$ cat config.mk
export PLATFORM = sky130hd
export DESIGN_NAME = alu_result_out
export DESIGN_NICKNAME = d
export VERILOG_FILES = /design/src/source/alu_pkg.sv /design/src/source/alu_result_out.sv
export SDC_FILE = /design/constraint.sdc
export NUM_CORES = 1
export LEC_CHECK = 0
export BUFFER_PORTS_ARGS = -buffer_cell sky130_fd_sc_hd__buf_2
export CAP_MARGIN = 25
export CORE_MARGIN = 10
export CORE_UTILIZATION = 40
export DETAILED_ROUTE_END_ITERATION = 16
export HOLD_SLACK_MARGIN = 0.1
export PLACE_DENSITY = 0.76
export SLEW_MARGIN = 20
export SYNTH_ARGS = -nofsm -noshare
export SYNTH_HDL_FRONTEND = slang
export SYNTH_SLANG_ARGS = --single-unit
$ cat constraint.sdc
create_clock -name clk -period 3.1 [get_ports clk]
set_clock_uncertainty 0.1 [all_clocks]
set_input_delay 0.155 -clock clk [delete_from_list [all_inputs] [get_ports clk]]
set_output_delay 0.155 -clock clk [all_outputs]
set_load 0.05 [all_outputs]
$ cat src/source/alu_pkg.sv
package alu_pkg;

    // ####################################################################
    // word types
    // ####################################################################

    typedef logic [31:0] word_t;
    typedef logic [19:0] upper_imm_t;
    typedef logic [4:0]  shamt_t;

    // ####################################################################
    // operation codes
    // ####################################################################

    typedef enum logic [4:0] {
        ALU_ADD    = 5'd0,
        ALU_SUB    = 5'd1,
        ALU_SLL    = 5'd2,
        ALU_SLT    = 5'd3,
        ALU_SLTU   = 5'd4,
        ALU_XOR    = 5'd5,
        ALU_SRL    = 5'd6,
        ALU_SRA    = 5'd7,
        ALU_OR     = 5'd8,
        ALU_AND    = 5'd9,
        ALU_SUBU   = 5'd10,
        ALU_LUI    = 5'd11,
        ALU_AUIPC  = 5'd12,
        ALU_MUL    = 5'd13,
        ALU_MULH   = 5'd14,
        ALU_MULHSU = 5'd15,
        ALU_MULHU  = 5'd16,
        ALU_DIV    = 5'd17,
        ALU_DIVU   = 5'd18,
        ALU_REM    = 5'd19,
        ALU_REMU   = 5'd20,
        ALU_NOP    = 5'd21
    } alu_op_t;

    typedef struct packed {
        alu_op_t    op;
        word_t      src_a;
        word_t      src_b;
        logic       use_immed;     // select itype_immed over src_b.
        word_t      itype_immed;
        upper_imm_t upper_immed;
        word_t      curr_pc;
    } alu_request_t;

    localparam int DEFAULT_MUL_LATENCY = 2;
    localparam int DEFAULT_DIV_LATENCY = 8;

endpackage
$ cat src/source/alu_result_out.sv
`timescale 1ns/10ps

module alu_result_out (
    input  logic           clk,
    input  logic           reset,
    input  logic           result_valid,
    input  alu_pkg::word_t result,
    output logic           result_taken,
    output logic           out_req,
    input  logic           out_ack,
    output alu_pkg::word_t out_data
);
    import alu_pkg::*;

    typedef enum logic [1:0] {TX_IDLE, TX_REQ, TX_WAIT_LOW} tx_state_t;

    tx_state_t state;
    word_t     data_r;

    assign result_taken = (state == TX_IDLE) && result_valid;

    always_ff @(posedge clk) begin
        if (reset) begin
            state   <= TX_IDLE;
            out_req <= 1'b0;
        end else begin
            case (state)
                TX_IDLE: if (result_valid) begin
                    out_req <= 1'b1;
                    state   <= TX_REQ;
                end
                TX_REQ: if (out_ack) begin
                    out_req <= 1'b0;
                    state   <= TX_WAIT_LOW;
                end
                TX_WAIT_LOW: if (!out_ack) state <= TX_IDLE;    // four-phase done.
                default: state <= TX_IDLE;
            endcase
        end
    end

    // held stable for the whole out_req high phase.
    always_ff @(posedge clk) begin
        if (result_taken) data_r <= result;
    end

    assign out_data = data_r;

endmodule

==> reports/metrics.yaml, run 1 <==
gp_congestion: 0.6669
fin_nets: 196
antenna_cells: 0
fmax_mhz: 476.5
overflow: 0
yosysUniqueCellTypes: 12
hold_violations: 0
syn_to_final_growth_pct: 73.58
dieHeight_um: 72.53
whs_ns: 0.4308
setup.worst_path.class: "reg2out"
synth_nets: 82
rr_startpoint: "state[1]"
ys_ff_latch: 35
die_width_um: 72.53
reg2reg_to: "out_data[18]"
fill_cells: 159
root_buffer: "clkbuf_4"
max_cap_violations: 0
relSlewSlack_pct: 53.17
rsz0062_at_grt: "no"
end_kind: "output pin"
grt_max_degree: 20
io_pins: 70
status: "finished, final reports clean"
drcViolationCount: 0
power.density_mw_per_mm2: 525.5
route.final.wire_length_um: 3039
start_kind: "register"
h-tree-depth: 2
vias: 814
hp-class: "in2reg"
syn_area_mm2: 0.001104
multiInputGateArea_um2: 81.33
coreArea_mm2: 0.002545
cts_tree: "done"
drt_iter0_drc: 44
track_usage_pct: 11.82
start_util_pct: 43.36
crit_fanout: 15
worstPathRequired_ns: 2.84
clk_latency_ns: 0.32
avgRoutedWirePerCell_um: 15.91
period_needed_ns: 2.099
cts.sinks: 35
grt_pass1_vias: 970
cts_made_buffers: 5
first_pass_iters: 4
fin_crit_sh_pct: 67.70
synth.avg_cell_area_um2: 23.99
power_leakage_nw: 0.8209
clkTransAtPathRegs_ns: 0.09
hp-start: "result[5]"
ys_seq_area_share_pct: 92.52
cts_setup_buffers: 0
drive_gt1_share_pct: 48.45
antenna_found_initial: 0
r2r_cells: 3
report.final.slew_viol_count: 0
setup_violations: 0
setup-tns-final_ns: 0
worst_ep_arrival_time_ns: 1.84
die_area_mm2: 0.005260
syn_inst: 46
peakVddDrop_uv: 458.2
ant_nets: 0
r2r_slack_ns: 1.19
utilization_pct: 75.27
port_buffers: 69
vias_per_cell: 4.262
yosysWarningCount: 0
area.sequential_mm2: 0.001021
grt_pass1_wl_um: 4761
clk_path_buf_depth: 2
min_to: "out_data[5]"
hold_depth: 2
worst_pin_slew_ns: 0.7018
fp-row-count: 18
==> layout make-up <==
class / count / area share (%)
Clock buffer: 6 / 2.155
Sequential cell: 35 / 53.30
Multi-Input combinational cell: 10 / 4.246
Tap cell: 30 / 1.960
Clock inverter: 2 / 0.3919
Timing Repair Buffer: 107 / 37.75
Inverter: 1 / 0.1960
==> sequential cells by signal, indices dropped and copies added (netlist names) <==
register and flops:
out_data 32, state 2, out_req 1
==> metal layers <==
| layer | routed length [um] | vias up | global-route usage, % |
|---|---|---|---|
| met5 | 0 | - | 0 |
| li1 | - | 405 | - |
| met1 | 996 | 360 | 9.959 |
| met2 | 1663 | 44 | 21.68 |
| met3 | 345 | 5 | 8.163 |
| met4 | 34 | 0 | 3.165 |
==> where the power goes <==
| group | leakage, nW | switching [mW] | internal, mW |
|---|---|---|---|
| clock network | 0.0273 | 0.133 | 0.0839 |
| registers | 0.331 | 0.0100 | 0.554 |
| logic | 0.462 | 0.152 | 0.0739 |
| total | 0.821 | 0.295 | 0.712 |
==> through the flow <==
step	instances	power (mW)	area [um2]	setup slack, ns
CTS	191	1.015	1916	1.014
floorplan	46	0.7052	1104	0.08120
global route	191	1.054	1916	0.8815
detailed placement	146	0.7624	1496	1.208
finish	191	1.007	1916	1.001
global placement	146	0.7584	1496	1.289
==> cells by family after synthesis <==
group           after synthesis  synth area share (%)
flops                        35                 92.52
simple gates                  7                 4.309
compound gates                2                 2.041
xor+xnor                      1                0.7938
buf+inv                       1                0.3398
==> synth_stat cells, drive strengths merged <==
master / number / area, um2
a2111oi: 1 / 15.01
a211oi: 1 / 7.510
and3b: 1 / 8.760
dfxtp: 3 / 60.06
edfxtp: 32 / 960.9
inv: 1 / 3.750
nand2b: 3 / 21.27
nor2: 1 / 3.750
nor2b: 1 / 6.260
nor3b: 1 / 7.510
xnor2: 1 / 8.760
==> critical path, cell delays in order (launching register included) <==
cell,delay [ns]
dfxtp_1,0.36
nand2b_2,0.22
nor2_2,0.55
buf_2,0.39
==> worst max path at each step <==
stage,from,endpoint,cells past startpoint
2_1_floorplan,state[1],out_data[0],2
3_3_place_gp,state[1],out_data[21],3
3_5_place_dp,state[1],out_data[5],3
4_1_cts,state[1],result_taken,3
5_1_grt,state[1],result_taken,3
6_report,state[1],result_taken,3
==> layout by cell type, fill, tap and decap left out, drive strengths merged <==
| master | count |
|---|---|
| buf | 70 |
| dlygate4sd3 | 37 |
| edfxtp | 32 |
| clkbuf | 6 |
| dfxtp | 3 |
| nand2b | 3 |
| clkinv | 2 |
| nor2 | 1 |
| a211oi | 1 |
| inv | 1 |
| and3b | 1 |
| nor2b | 1 |
| a2111oi | 1 |
| xnor2 | 1 |
| nor3b | 1 |
==> timing repair <==
item                                   4_1_cts  5_1_grt
hold buffers                                37        0
endpoints found under the hold margin       35        0
gates resized for setup                      0        0
No activity file was read; power rests on OpenSTA's default activity.
==> inputs of run 2 (changes only) <==
--- a/config.mk
+++ b/config.mk
@@ -8,10 +8,10 @@
 export BUFFER_PORTS_ARGS = -buffer_cell sky130_fd_sc_hd__buf_2
 export CAP_MARGIN = 25
 export CORE_MARGIN = 10
-export CORE_UTILIZATION = 40
+export CORE_UTILIZATION = 37
 export DETAILED_ROUTE_END_ITERATION = 16
 export HOLD_SLACK_MARGIN = 0.1
-export PLACE_DENSITY = 0.76
+export PLACE_DENSITY = 0.74
 export SLEW_MARGIN = 20
 export SYNTH_ARGS = -nofsm -noshare
 export SYNTH_HDL_FRONTEND = slang
==> constraint.sdc (replaced) <==
create_clock -name clk -period 1.69 [get_ports clk]
set_clock_uncertainty 0.1 [all_clocks]
set_input_delay 0.0845 -clock clk [delete_from_list [all_inputs] [get_ports clk]]
set_output_delay 0.0845 -clock clk [all_outputs]
set_load 0.05 [all_outputs]
==> reports/metrics.yaml, run 2 (same netlist as run 1, synthesis figures left out) <==
crit_chain: "dlygate4sd3_1 -> buf_2 -> nand2b_4 -> nor2_4 -> buf_12 -> clkbuf_4"
grt_max_degree: 34
avgRoutedWirePerCell_um: 17.59
hold_violations: 0
antenna_cells: 0
rsz0062_at_grt: "no"
fmax_mhz: 625.3
fin_nets: 195
die_width_um: 74.62
port_buffers: 69
setup_violations: 0
clk_latency_ns: 0.31
clk_path_buf_depth: 2
cts_made_buffers: 5
layout_common_cells: "buf_2, dlygate4sd3_1, edfxtp_1"
setup-tns-final_ns: 0
period_needed_ns: 1.599
hp-class: "in2reg"
max_cap_violations: 0
crit_buf_inv: 4
drive_gt1_share_pct: 50.94
worst_pin_slew_ns: 0.2748
start_util_pct: 39.34
power_mw: 1.852
setup.worst_path.class: "in2out"
vias: 859
drcViolationCount: 0
route.final.wire_length_um: 3343
grt_pass1_vias: 907
wl_met3_um: 486
cts_setup_buffers: 0
wl_met2_um: 1675
io_pins: 70
end_kind: "output pin"
start_kind: "primary input"
worst_ep_arrival_time_ns: 1.41
antenna_found_initial: 0
status: "finished, final reports clean"
syn_to_final_growth_pct: 75.06
slowest_stage: "dlygate4sd3_1"
fill_cells: 192
gp_congestion: 0.6603
root_buffer: "clkbuf_4"
clkTransAtPathRegs_ns: 0.09
largest_reg_flops: 32
hpwlAfterDp_um: 2036
cts.sinks: 35
first_pass_iters: 4
power_leakage_nw: 0.8239
crit_fanout: 33
dieHeight_um: 74.62
worstPathRequired_ns: 1.51
peakVddDrop_uv: 524.1
power.density_mw_per_mm2: 958.7
path_delay_family: "buffers and inverters"
critPathMaxStageDelay_ns: 0.52
ant_nets: 0
drt_iter0_drc: 48
fp-row-count: 19
final_common_cell: "buf_2"
grt_pass1_wl_um: 4871
track_usage_pct: 12.25
relSlewSlack_pct: 81.81
fin_crit_sh_pct: 94.64
cts_tree: "done"
vias_per_cell: 4.521
die_area_mm2: 0.005567
multiInputGateArea_um2: 91.34
overflow: 0
wl_met1_um: 1126
report.final.slew_viol_count: 0
top_layer: "met4"
h-tree-depth: 2
coreArea_mm2: 0.002805
area.sequential_mm2: 0.001023
[run 2: through the flow]
stage	hold WS [ns]	area, um2	instances	setup WS (ns)	utilization, %
floorplan	0.05305	1117	46	0.005069	-
global placement	0.1616	1521	147	0.4162	54.24
detailed placement	0.1633	1521	147	0.3968	54.24
CTS	0.2504	1928	190	0.04193	68.73
global route	0.3464	1932	190	0.01282	68.87
finish	0.3736	1932	190	0.09064	68.87
[run 2: layout make-up]
type | instances | share of cell area [%]
sequential | 35 | 52.98
clock inverter | 2 | 0.4534
timing repair buffer | 106 | 37.69
clock buffer | 5 | 1.943
inverter | 1 | 0.1943
tap | 31 | 2.008
multi-input combinational | 10 | 4.728
[run 2: worst register-to-register path, cell delays in order, from the launching register on]
cell and delay [ns]:
dfxtp_2 0.37, nand2b_1 0.15, a211oi_1 0.21, dlygate4sd3_1 0.57
[run 2: per-layer routing]
metal  up-vias  global-route usage, %
met5         -                      0
met4         0                  5.882
met3         6                  7.490
met2        50                  19.98
met1       400                  12.20
li1        403                      -
[run 2: final timing paths]
kind | to | slack [ns] | startpoint | depth (start not counted)
max | result_taken | 0.09 | result_valid | 6
min | out_data[20] | 0.37 | result[20] | 2
max reg2reg | state[0] | 0.23 | state[0] | 3
min reg2reg | out_req | 0.40 | out_req | 2
[run 2: power breakdown]
part | internal, mW | switching, mW
clock network | 0.147 | 0.243
logic | 0.142 | 0.281
registers | 1.02 | 0.0221
total | 1.31 | 0.546
[run 2: timing repair]
| action | in CTS | in global routing |
|---|---|---|
| setup endpoints to repair | 0 | 2 |
| hold buffers | 36 | 1 |
| hold endpoints to repair | 35 | 1 |
| resized for setup | 0 | 2 |
