==> src/source/alu_pkg.sv <==
package alu_pkg;

    // ####################################################################
    // word types
    // ####################################################################

    typedef logic [31:0] word_t;
    typedef logic [19:0] upper_imm_t;
    typedef logic [4:0]  shamt_t;

    // ####################################################################
    // operation codes
    // ####################################################################

    typedef enum logic [4:0] {
        ALU_ADD    = 5'd0,
        ALU_SUB    = 5'd1,
        ALU_SLL    = 5'd2,
        ALU_SLT    = 5'd3,
        ALU_SLTU   = 5'd4,
        ALU_XOR    = 5'd5,
        ALU_SRL    = 5'd6,
        ALU_SRA    = 5'd7,
        ALU_OR     = 5'd8,
        ALU_AND    = 5'd9,
        ALU_SUBU   = 5'd10,
        ALU_LUI    = 5'd11,
        ALU_AUIPC  = 5'd12,
        ALU_MUL    = 5'd13,
        ALU_MULH   = 5'd14,
        ALU_MULHSU = 5'd15,
        ALU_MULHU  = 5'd16,
        ALU_DIV    = 5'd17,
        ALU_DIVU   = 5'd18,
        ALU_REM    = 5'd19,
        ALU_REMU   = 5'd20,
        ALU_NOP    = 5'd21
    } alu_op_t;

    typedef struct packed {
        alu_op_t    op;
        word_t      src_a;
        word_t      src_b;
        logic       use_immed;     // select itype_immed over src_b.
        word_t      itype_immed;
        upper_imm_t upper_immed;
        word_t      curr_pc;
    } alu_request_t;

    localparam int DEFAULT_MUL_LATENCY = 2;
    localparam int DEFAULT_DIV_LATENCY = 8;

endpackage
==> src/source/alu_request_in.sv <==
`timescale 1ns/10ps

module alu_request_in (
    input  logic                  clk,
    input  logic                  reset,
    input  logic                  in_req,
    output logic                  in_ack,
    input  alu_pkg::alu_request_t in_data,
    output logic                  issue_valid,
    output alu_pkg::alu_request_t issue_op,
    input  logic                  issue_taken
);
    import alu_pkg::*;

    typedef enum logic [1:0] {RX_IDLE, RX_ACK, RX_STALL} rx_state_t;

    rx_state_t    state;
    alu_request_t req_r;
    logic         held;
    logic         capture;

    assign capture = (state == RX_IDLE) && in_req && !held;

    always_ff @(posedge clk) begin
        if (reset) begin
            state  <= RX_IDLE;
            in_ack <= 1'b0;
            held   <= 1'b0;
        end else begin
            case (state)
                RX_IDLE: if (capture) begin
                    in_ack <= 1'b1;
                    state  <= RX_ACK;
                end
                RX_ACK: if (!in_req) begin
                    in_ack <= 1'b0;
                    // request still waiting for exec.
                    state  <= (held && !issue_taken) ? RX_STALL : RX_IDLE;
                end
                RX_STALL: if (issue_taken) state <= RX_IDLE;
                default: state <= RX_IDLE;
            endcase
            if (capture) held <= 1'b1;
            else if (issue_taken) held <= 1'b0;
        end
    end

    always_ff @(posedge clk) begin
        if (capture) req_r <= in_data;
    end

    assign issue_valid = held;
    assign issue_op    = req_r;

endmodule

==> config.mk <==
export PLATFORM = sky130hd
export DESIGN_NAME = alu_request_in
export DESIGN_NICKNAME = d
export VERILOG_FILES = /design/src/source/alu_pkg.sv /design/src/source/alu_request_in.sv
export SDC_FILE = /design/constraint.sdc
export NUM_CORES = 1
export LEC_CHECK = 0
export BUFFER_PORTS_ARGS = -buffer_cell sky130_fd_sc_hd__buf_2
export CAP_MARGIN = 20
export CORE_AREA = 2 2 123 125
export CTS_CLUSTER_SIZE = 20
export DETAILED_ROUTE_END_ITERATION = 12
export DIE_AREA = 0 0 125 127
export PLACE_DENSITY = 0.76
export SETUP_SLACK_MARGIN = 0.05
export SLEW_MARGIN = 25
export SYNTH_ARGS = -nofsm -noshare
export SYNTH_HDL_FRONTEND = slang
export SYNTH_SLANG_ARGS = --single-unit
==> constraint.sdc <==
create_clock -name clk -period 14.7 [get_ports clk]
set_input_delay 2.94 -clock clk [delete_from_list [all_inputs] [get_ports clk]]
set_output_delay 2.94 -clock clk [all_outputs]
set_load 0.01 [all_outputs]
==> metrics, run 1 <==
status=finished, final reports clean; global route overflow=0; top cell type by total area after synthesis=edfxtp_1; Worst setup SP type=input port; hold path depth=2; hpwl dp=8.79 mm; drt total wl=11.6 mm; largest net degree at the start of global routing=83; post-CTS setup buffers=0; clk buf depth=2; Initial Utilization=0.332; Slew @ Worst Pin=974 ps; # nets final=662; clock skew=4.93 ps; HP Class=flip-flop to flip-flop; count leader, synth=edfxtp_1; Non-Filler Instances=701; input/output buffers=313; core box area=0.0144 mm²; Final Critical Period=4970 ps; H-tree levels=4; syn_nets=329; area post-placement=0.00660 mm²; GPL Wtd Cong=0.813; CTS tree=built; reg2reg path depth=3; worst path required time=14730 ps; die width=125 µm; Root Driver=clkbuf_16; number of library cell types mapped by synthesis=13; Synth Warn #=0; Die Area=0.0159 mm²; antenna-violating nets left=0; die height=127 µm; RSZ-0062 raised after global routing=false; Num CTS Buffers=17; peak supply drop=0.0818 mV; final hold violations=0; cell-internal power=0.000813 W; list of most frequent post-synthesis cells=154 x edfxtp_1, 4 x dfxtp_1, 3 x nand2b_1; maxcap violations=0; routed length per instance=16.6 µm; relative slew slack=0.351; gr usage total=0.138; num rows=44; WS Path Type=input port to flip-flop; largest cells by area after synthesis=edfxtp_1 96%, dfxtp_1 1.7%, nand2b_1 0.39%; Reg power frac=0.524; antenna violations before repair=0; Reg clk slew, reported paths=60 ps; Layout fillers=1269; element type at the critical path end=flip-flop; hold_buf cts=0; sw power=0.000218 W; Sink Count=158; Final period util=0.338; Via Count=2956; Area Overhead vs Synth=49.3%; Post-synth EDFFs=154; Avg Cell Area, Syn=28.0 µm²; Synth Instances=171; Arrival @ worst endpoint=5000 ps; post-route cell area=0.00716 mm²; IO Pins=314; Setup TNS=0 ps; first-pass GRT wire length=16.2 mm; Clock Power Share=0.400; DRC violations left=0; asr flop ratio synth=0; combinational share of power=0.077; switch share=0.211; placed cells=669; Vias per Instance=4.22; crit-path max FO=82; PwrDens=144 mW/mm²; share of the synthesized area in the top cell type=0.965; number of global-route vias before repair=3049; achievable frequency=0.201 GHz; sequential-to-total area share from yosys stat=0.981; CTS resizes=0; share of cells above drive strength 1=0.660; Mapped Area=0.00479 mm²; setup violators final=0; FF+latch count, synth=158; DR pass1 iterations=5; clk_lat worst skew=410 ps; ANT cells=0; Post-synth top flop=edfxtp_1; static leakage=3.03 nW; max-slew violation count=0; DR iter-0 viols=171
[registers in the layout, indices dropped and copies added, names as in the netlist]
name,count
in_ack,1
issue_op,154
issue_valid,1
state,2
[cell usage in the layout, fill, tap and decap left out]
cell        instances
a31oi_1             1
clkinvlp_4          1
a21oi_1             1
clkinv_2            2
or4b_4              1
clkbuf_16          17
or2b_1              1
nand4bb_1           1
buf_2             313
buf_4               1
clkbuf_1            3
clkinv_4            1
dfxtp_1             4
nor2b_1             1
o21ai_0             1
edfxtp_1          154
nor3_1              1
bufinv_16           2
a211oi_1            1
clkinv_1            4
inv_6               3
nand2b_1            3
[power by group through the flow]
| stage | combinational [W] | sequential (W) | clock, W |
|---|---|---|---|
| detailed placement | 0.0000809 | 0.000549 | 0 |
| global placement | 0.0000786 | 0.000548 | 0 |
| floorplan | 0.0000115 | 0.000568 | 0 |
| CTS | 0.0000809 | 0.000540 | 0.000420 |
| finish | 0.0000791 | 0.000540 | 0.000412 |
| global route | 0.0000853 | 0.000542 | 0.000438 |
[critical path, cell delays in order]
cell	delay, ps
buf_2	100
or4b_4	500
inv_6	490
buf_4	880
[cell type report]
class,instances,area (µm²),area share
inverter,1,8.76,0.00122
tap,184,230,0.0322
clock buffer,20,437,0.0610
multi-input combinational,12,86.3,0.0121
sequential,158,4700,0.657
clock inverter,12,119,0.0166
timing repair buffer,314,1570,0.220
[logic make-up (layout without fill, tap and decap cells)]
kind of cell / count (synthesis) / after routing / synth area share
AO/OA/AOI/OAI: 4 / 4 / 0.00496
buffers and inverters: 1 / 347 / 0.000782
flip-flops: 158 / 158 / 0.981
AND/OR/NAND/NOR: 8 / 8 / 0.0130
[metrics by stage]
step	power, W	hold slack (ps)	utilization	setup WS [ps]
after floorplan	0.000579	504	-	7800
after global placement	0.000627	502	0.458	9420
after detailed placement	0.000630	526	0.458	9310
after CTS	0.00104	534	0.496	9760
after global routing	0.00107	567	0.496	9600
final	0.00103	546	0.496	9730
[path summary, 6_finish.rpt]
kind	from	end	slack, ps
worst min register to register	in_ack	in_ack	550
worst max register to register	state[1]	issue_op[85]	11940
worst min-delay path	in_ack	in_ack	550
worst max-delay path	in_req	issue_op[85]	9730
[metal layers]
layer  global-route usage  share of wire  routed length [µm]
met3               0.0737           0.12                1370
met5                    0              0                   0
met4               0.0699          0.018                 210
met1                0.142           0.36                4160
met2                0.231           0.51                5870
No activity file was read; power rests on OpenSTA's default activity.
==> run 2: changes to the inputs <==
--- a/config.mk
+++ b/config.mk
@@ -7,11 +7,11 @@
 export LEC_CHECK = 0
 export BUFFER_PORTS_ARGS = -buffer_cell sky130_fd_sc_hd__buf_2
 export CAP_MARGIN = 20
-export CORE_AREA = 2 2 123 125
+export CORE_AREA = 2 2 122 124
 export CTS_CLUSTER_SIZE = 20
 export DETAILED_ROUTE_END_ITERATION = 12
-export DIE_AREA = 0 0 125 127
-export PLACE_DENSITY = 0.76
+export DIE_AREA = 0 0 124 126
+export PLACE_DENSITY = 0.77
 export SETUP_SLACK_MARGIN = 0.05
 export SLEW_MARGIN = 25
 export SYNTH_ARGS = -nofsm -noshare
==> constraint.sdc (replaced) <==
create_clock -name clk -period 4.6 [get_ports clk]
set_input_delay 0.92 -clock clk [delete_from_list [all_inputs] [get_ports clk]]
set_output_delay 0.92 -clock clk [all_outputs]
set_load 0.01 [all_outputs]
==> run 2 against run 1 <==
  * Clock skew increased by 1.3 ps
  * Via count decreased by 0.27%
  * Clock power rose to 3.8 times the previous value
  * Largest power group unchanged
  * First-iteration DRC count rose by 6.4%
  * Cell area up 1.7%
  * Global-route usage rose by 0.53 points
  * Setup slack worse by 7500 ps
==> metrics, run 2 (synthesized netlist as in run 1, its figures left out) <==
Num CTS Buffers=17; first-pass GRT wire length=16.0 mm; maxcap violations=0; share of cells above drive strength 1=0.670; core box area=0.0143 mm²; Layout fillers=1190; worst setup path start=in_req; largest net degree at the start of global routing=84; Worst setup SP type=input port; hold_buf cts=0; Reg power frac=0.487; WS Path Type=input port to flip-flop; antenna-violating nets left=0; achievable frequency=0.416 GHz; Power, Total=0.00354 W; DR iter-0 viols=182; global route overflow=0; relative slew slack=0.324; drt total wl=11.6 mm; Via Count=2948; die width=124 µm; max-slew violation count=0; crit-path max FO=83; Non-Filler Instances=703; Finished Core Util=0.509; critical-path cell list=buf_2, or4b_4, clkinvlp_4, buf_4; peak supply drop=0.325 mV; number of global-route vias before repair=3064; H-tree levels=4; static leakage=3.08 nW; CP max stage cell=buf_4; cell-internal power=0.00282 W; Initial Utilization=0.335; gr usage total=0.144; switch share=0.201; HP Class=flip-flop to flip-flop; max FFs per register=154; DRC violations left=0; GPL Wtd Cong=0.726; Arrival @ worst endpoint=2430 ps; Final period util=0.523; setup violators final=0; worst path required time=4630 ps; Slowest Stage Delay on Critical Path=750 ps; die height=126 µm; final hold violations=0; IO Pins=314; Vias per Instance=4.19; sw power=0.000713 W; most frequent cells in the layout=313 x buf_2, 154 x edfxtp_1, 17 x clkbuf_16; input/output buffers=313; clk_lat worst skew=410 ps; cell family with most CP delay=buffers and inverters; Slew @ Worst Pin=1010 ps; CP bufs+invs=3; routed length per instance=16.4 µm; PwrDens=486 mW/mm²; Reg-to-Reg Start=state[1]; CTS resizes=0; clock skew=6.21 ps; RSZ-0062 raised after global routing=false; post-CTS setup buffers=0; placed cells=670; Die Area=0.0156 mm²; Reg clk slew, reported paths=60 ps; clk buf depth=2; antenna violations before repair=2; hold path start=issue_valid; CTS tree=built; Setup TNS=0 ps; # nets final=663; element type at the critical path end=flip-flop; Root Driver=clkbuf_16; combinational share of power=0.072; DR pass1 iterations=4; most common cell after layout, fill and taps aside=buf_2; num rows=44; Area Overhead vs Synth=51.9%; status=finished, final reports clean; hpwl dp=8.92 mm; Clock Power Share=0.441; Sink Count=158; Final Critical Period=2410 ps
run 2: cell types whose count changed in the layout (fill, tap and decap cells not counted), sizes merged:
cell	before	now
inv	3	1
clkinvlp	1	2
diode	0	1
clkinv	7	6
clkbuf	20	18
bufinv	2	6
buf	314	315
run 2: worst paths after layout:
path	end	slack, ps	cells past startpoint
min reg2reg	issue_valid	540	2
min	issue_valid	540	2
max reg2reg	issue_op[22]	2390	3
max	issue_op[22]	2190	4
run 2: layout make-up:
| type | count | area (µm²) | area share |
|---|---|---|---|
| Sequential cell | 158 | 4700 | 0.646 |
| Timing Repair Buffer | 315 | 1580 | 0.217 |
| Clock buffer | 18 | 429 | 0.0589 |
| Clock inverter | 14 | 240 | 0.0330 |
| Tap cell | 184 | 230 | 0.0316 |
| Multi-Input combinational cell | 12 | 86.3 | 0.0119 |
| Inverter | 1 | 7.51 | 0.00103 |
| Antenna cell | 1 | 2.50 | 0.000344 |
run 2: stage by stage:
stage               hold WS, ps  setup WS (ps)  instance area [µm²]
floorplan                   504            808                 4800
global placement            495           1860                 6610
detailed placement          530           1780                 6610
CTS                         539           2230                 7280
global route                566           2140                 7280
finish                      540           2190                 7280
run 2: worst reg2reg max path, cell delays in order (launching register included):
cell,delay (ps)
dfxtp_1,330
or4b_4,580
clkinvlp_4,90
buf_4,750
run 2: power by group through the flow:
stage,Combinational [W],Sequential (W),Clock (W)
3_5_place_dp,0.000259,0.00175,0
6_report,0.000254,0.00172,0.00156
5_1_grt,0.000276,0.00173,0.00166
4_1_cts,0.000260,0.00172,0.00160
2_1_floorplan,0.0000373,0.00181,0
3_3_place_gp,0.000250,0.00175,0
run 2: layer usage:
layer	wire length, µm	global-route usage	vias up
met2	5880	0.238	196
met4	227	0.0734	0
met3	1420	0.0670	17
li1	-	-	1366
met1	4030	0.152	1369
met5	0	0	-
==> run 3: changes to the inputs <==
--- a/config.mk
+++ b/config.mk
@@ -5,13 +5,14 @@
 export SDC_FILE = /design/constraint.sdc
 export NUM_CORES = 1
 export LEC_CHECK = 0
+export ABC_AREA = 1
 export BUFFER_PORTS_ARGS = -buffer_cell sky130_fd_sc_hd__buf_2
 export CAP_MARGIN = 20
-export CORE_AREA = 2 2 122 124
+export CORE_AREA = 2 2 121 123
 export CTS_CLUSTER_SIZE = 20
 export DETAILED_ROUTE_END_ITERATION = 12
-export DIE_AREA = 0 0 124 126
-export PLACE_DENSITY = 0.77
+export DIE_AREA = 0 0 123 125
+export PLACE_DENSITY = 0.81
 export SETUP_SLACK_MARGIN = 0.05
 export SLEW_MARGIN = 25
 export SYNTH_ARGS = -nofsm -noshare
==> constraint.sdc (replaced) <==
create_clock -name clk -period 1.93 [get_ports clk]
set_input_delay 0.386 -clock clk [delete_from_list [all_inputs] [get_ports clk]]
set_output_delay 0.386 -clock clk [all_outputs]
set_load 0.01 [all_outputs]
==> run 3 against run 2 <==
  * Sequential share of layout area increased by 0.70 points
  * Final cell count increased by 0.71%
  * Global-route usage up 0.10 points
  * Wire length rose by 0.29%
  * Non-clock buffer count did not move
  * Core utilization fell by 0.13 points
  * Critical path type is now flip-flop to flip-flop
  * Area after synthesis about the same
  * Critical path depth unchanged
==> metrics, run 3 <==
Reg clk slew, reported paths=60 ps; CTS resizes=0; Mapped Area=0.00480 mm²; hold_buf cts=0; drt total wl=11.6 mm; GPL Wtd Cong=0.746; Setup TNS=0 ps; FF+latch count, synth=158; Slew @ Worst Pin=438 ps; number of global-route vias before repair=3014; hold path start=in_data[107]; post-route cell area=0.00721 mm²; DR pass1 iterations=4; core box area=0.0142 mm²; count leader, synth=edfxtp_1; max FFs per register=154; final hold violations=0; setup violators final=0; status=finished, final reports clean; most common cell after layout, fill and taps aside=buf_2; Sink Count=158; PwrDens=1100 mW/mm²; number of library cell types mapped by synthesis=11; sequential-to-total area share from yosys stat=0.980; H-tree levels=4; die width=123 µm; # nets final=668; Final period util=0.795; CTS tree=built; Area Overhead vs Synth=50.2%; antenna violations before repair=2; hold path depth=1; area post-placement=0.00665 mm²; Avg Cell Area, Syn=27.3 µm²; gr usage total=0.145; worst path required time=1980 ps; Vias per Instance=4.18; clk buf depth=2; Post-synth EDFFs=154; achievable frequency=0.651 GHz; Power, Total=0.00795 W; Synth Warn #=0; largest net degree at the start of global routing=81; HP Class=input port to flip-flop; static leakage=3.05 nW; RSZ-0062 raised after global routing=false; first-pass GRT wire length=15.8 mm; Worst Hold Path EP=issue_op[107]; routed length per instance=16.4 µm; post-CTS setup buffers=0; Root Driver=clkbuf_16; r2r setup slk=390 ps; antenna-violating nets left=0; peak supply drop=0.548 mV; RR Endpoint=issue_op[55]; hpwl dp=8.78 mm; input/output buffers=313; DRC violations left=0; largest cells by area after synthesis=edfxtp_1 96%, dfxtp_1 1.7%, inv_1 0.39%; top cell type by total area after synthesis=edfxtp_1; reg2reg path depth=4; DR iter-0 viols=139; Reg-to-Reg Start=state[1]; Post-Route Hold Slack=146 ps; element type at the critical path end=flip-flop; syn_nets=334; max-slew violation count=0; relative slew slack=0.708; IO Pins=314; Final Critical Period=1540 ps; die height=125 µm; share of cells above drive strength 1=0.667; Post-synth top flop=edfxtp_1; clock skew=7.68 ps; asr flop ratio synth=0; Worst setup SP type=flip-flop; clk_lat worst skew=410 ps; Synth Instances=176; Die Area=0.0154 mm²; list of most frequent post-synthesis cells=154 x edfxtp_1, 5 x inv_1, 4 x dfxtp_1, 3 x a21oi_1; share of the synthesized area in the top cell type=0.964; Initial Utilization=0.338; Num CTS Buffers=17; maxcap violations=0; num rows=44; Via Count=2957; crit-path max FO=80; global route overflow=0; most frequent cells in the layout=313 x buf_2, 154 x edfxtp_1, 17 x clkbuf_16; Arrival @ worst endpoint=1590 ps; WS Path Type=flip-flop to flip-flop
==> run 3: cell types whose count changed after synthesis, moves of 2 or more <==
cell      before  now
nor2_1         0    2
inv_1          1    5
nand3b_1       0    2
nand2_1        0    2
nand2b_1       3    0
a21oi_1        1    3
==> run 3: how the worst max path moves through the flow <==
| stage | startpoint | to | slack, ps | cells past startpoint |
|---|---|---|---|---|
| 2_1_floorplan | issue_valid | issue_op[0] | -1230 | 3 |
| 3_3_place_gp | state[1] | issue_op[121] | 450 | 4 |
| 3_5_place_dp | state[1] | issue_op[121] | 410 | 4 |
| 4_1_cts | state[1] | issue_op[55] | 410 | 4 |
| 5_1_grt | state[1] | issue_op[122] | 320 | 4 |
| 6_report | state[1] | issue_op[55] | 390 | 4 |
==> run 3: cell families (layout without fill, tap and decap cells) <==
family	Yosys count	after routing	share of synthesized area
DFF	158	158	0.980
other	0	1	0
buffers and inverters	5	352	0.00391
and+or+nand+nor	9	9	0.0107
AOI/OAI and AO/OA	4	4	0.00495
==> run 3: cell type report <==
class / instances / area (µm²)
clock buffers: 20 / 437
well taps: 184 / 230
repair buffers: 315 / 1610
clock inverters: 12 / 120
fillers: 1179 / 7000
diodes: 1 / 2.50
inverters: 5 / 22.5
multi-input cells: 13 / 82.6
flip-flops and latches: 158 / 4710
==> run 3: critical path, cell delays in order, from the launching register on <==
cell and delay, ps:
dfxtp_2 330, nor2_1 180, nand3_4 120, clkinvlp_4 130
buf_12 320
==> run 3: report_power, final <==
| group | switching (W) | internal, W |
|---|---|---|
| Combinational | 0.000391 | 0.000281 |
| Clock | 0.00125 | 0.00189 |
| Sequential | 0.0000656 | 0.00408 |
==> run 3: per-layer routing <==
layer  vias up  track usage  routed length, µm
met5         -            0                 13
met4         2       0.0495                106
met3        11       0.0739               1280
met2       176        0.244               5930
met1      1399        0.156               4260
li1       1369            -                  -
==> run 3: stage by stage <==
stage               setup slack [ps]  instances   util
detailed placement               415        675  0.468
global placement                 453        675  0.468
CTS                              414        707  0.507
finish                           395        708  0.507
floorplan                      -1230        176      -
global route                     323        707  0.507
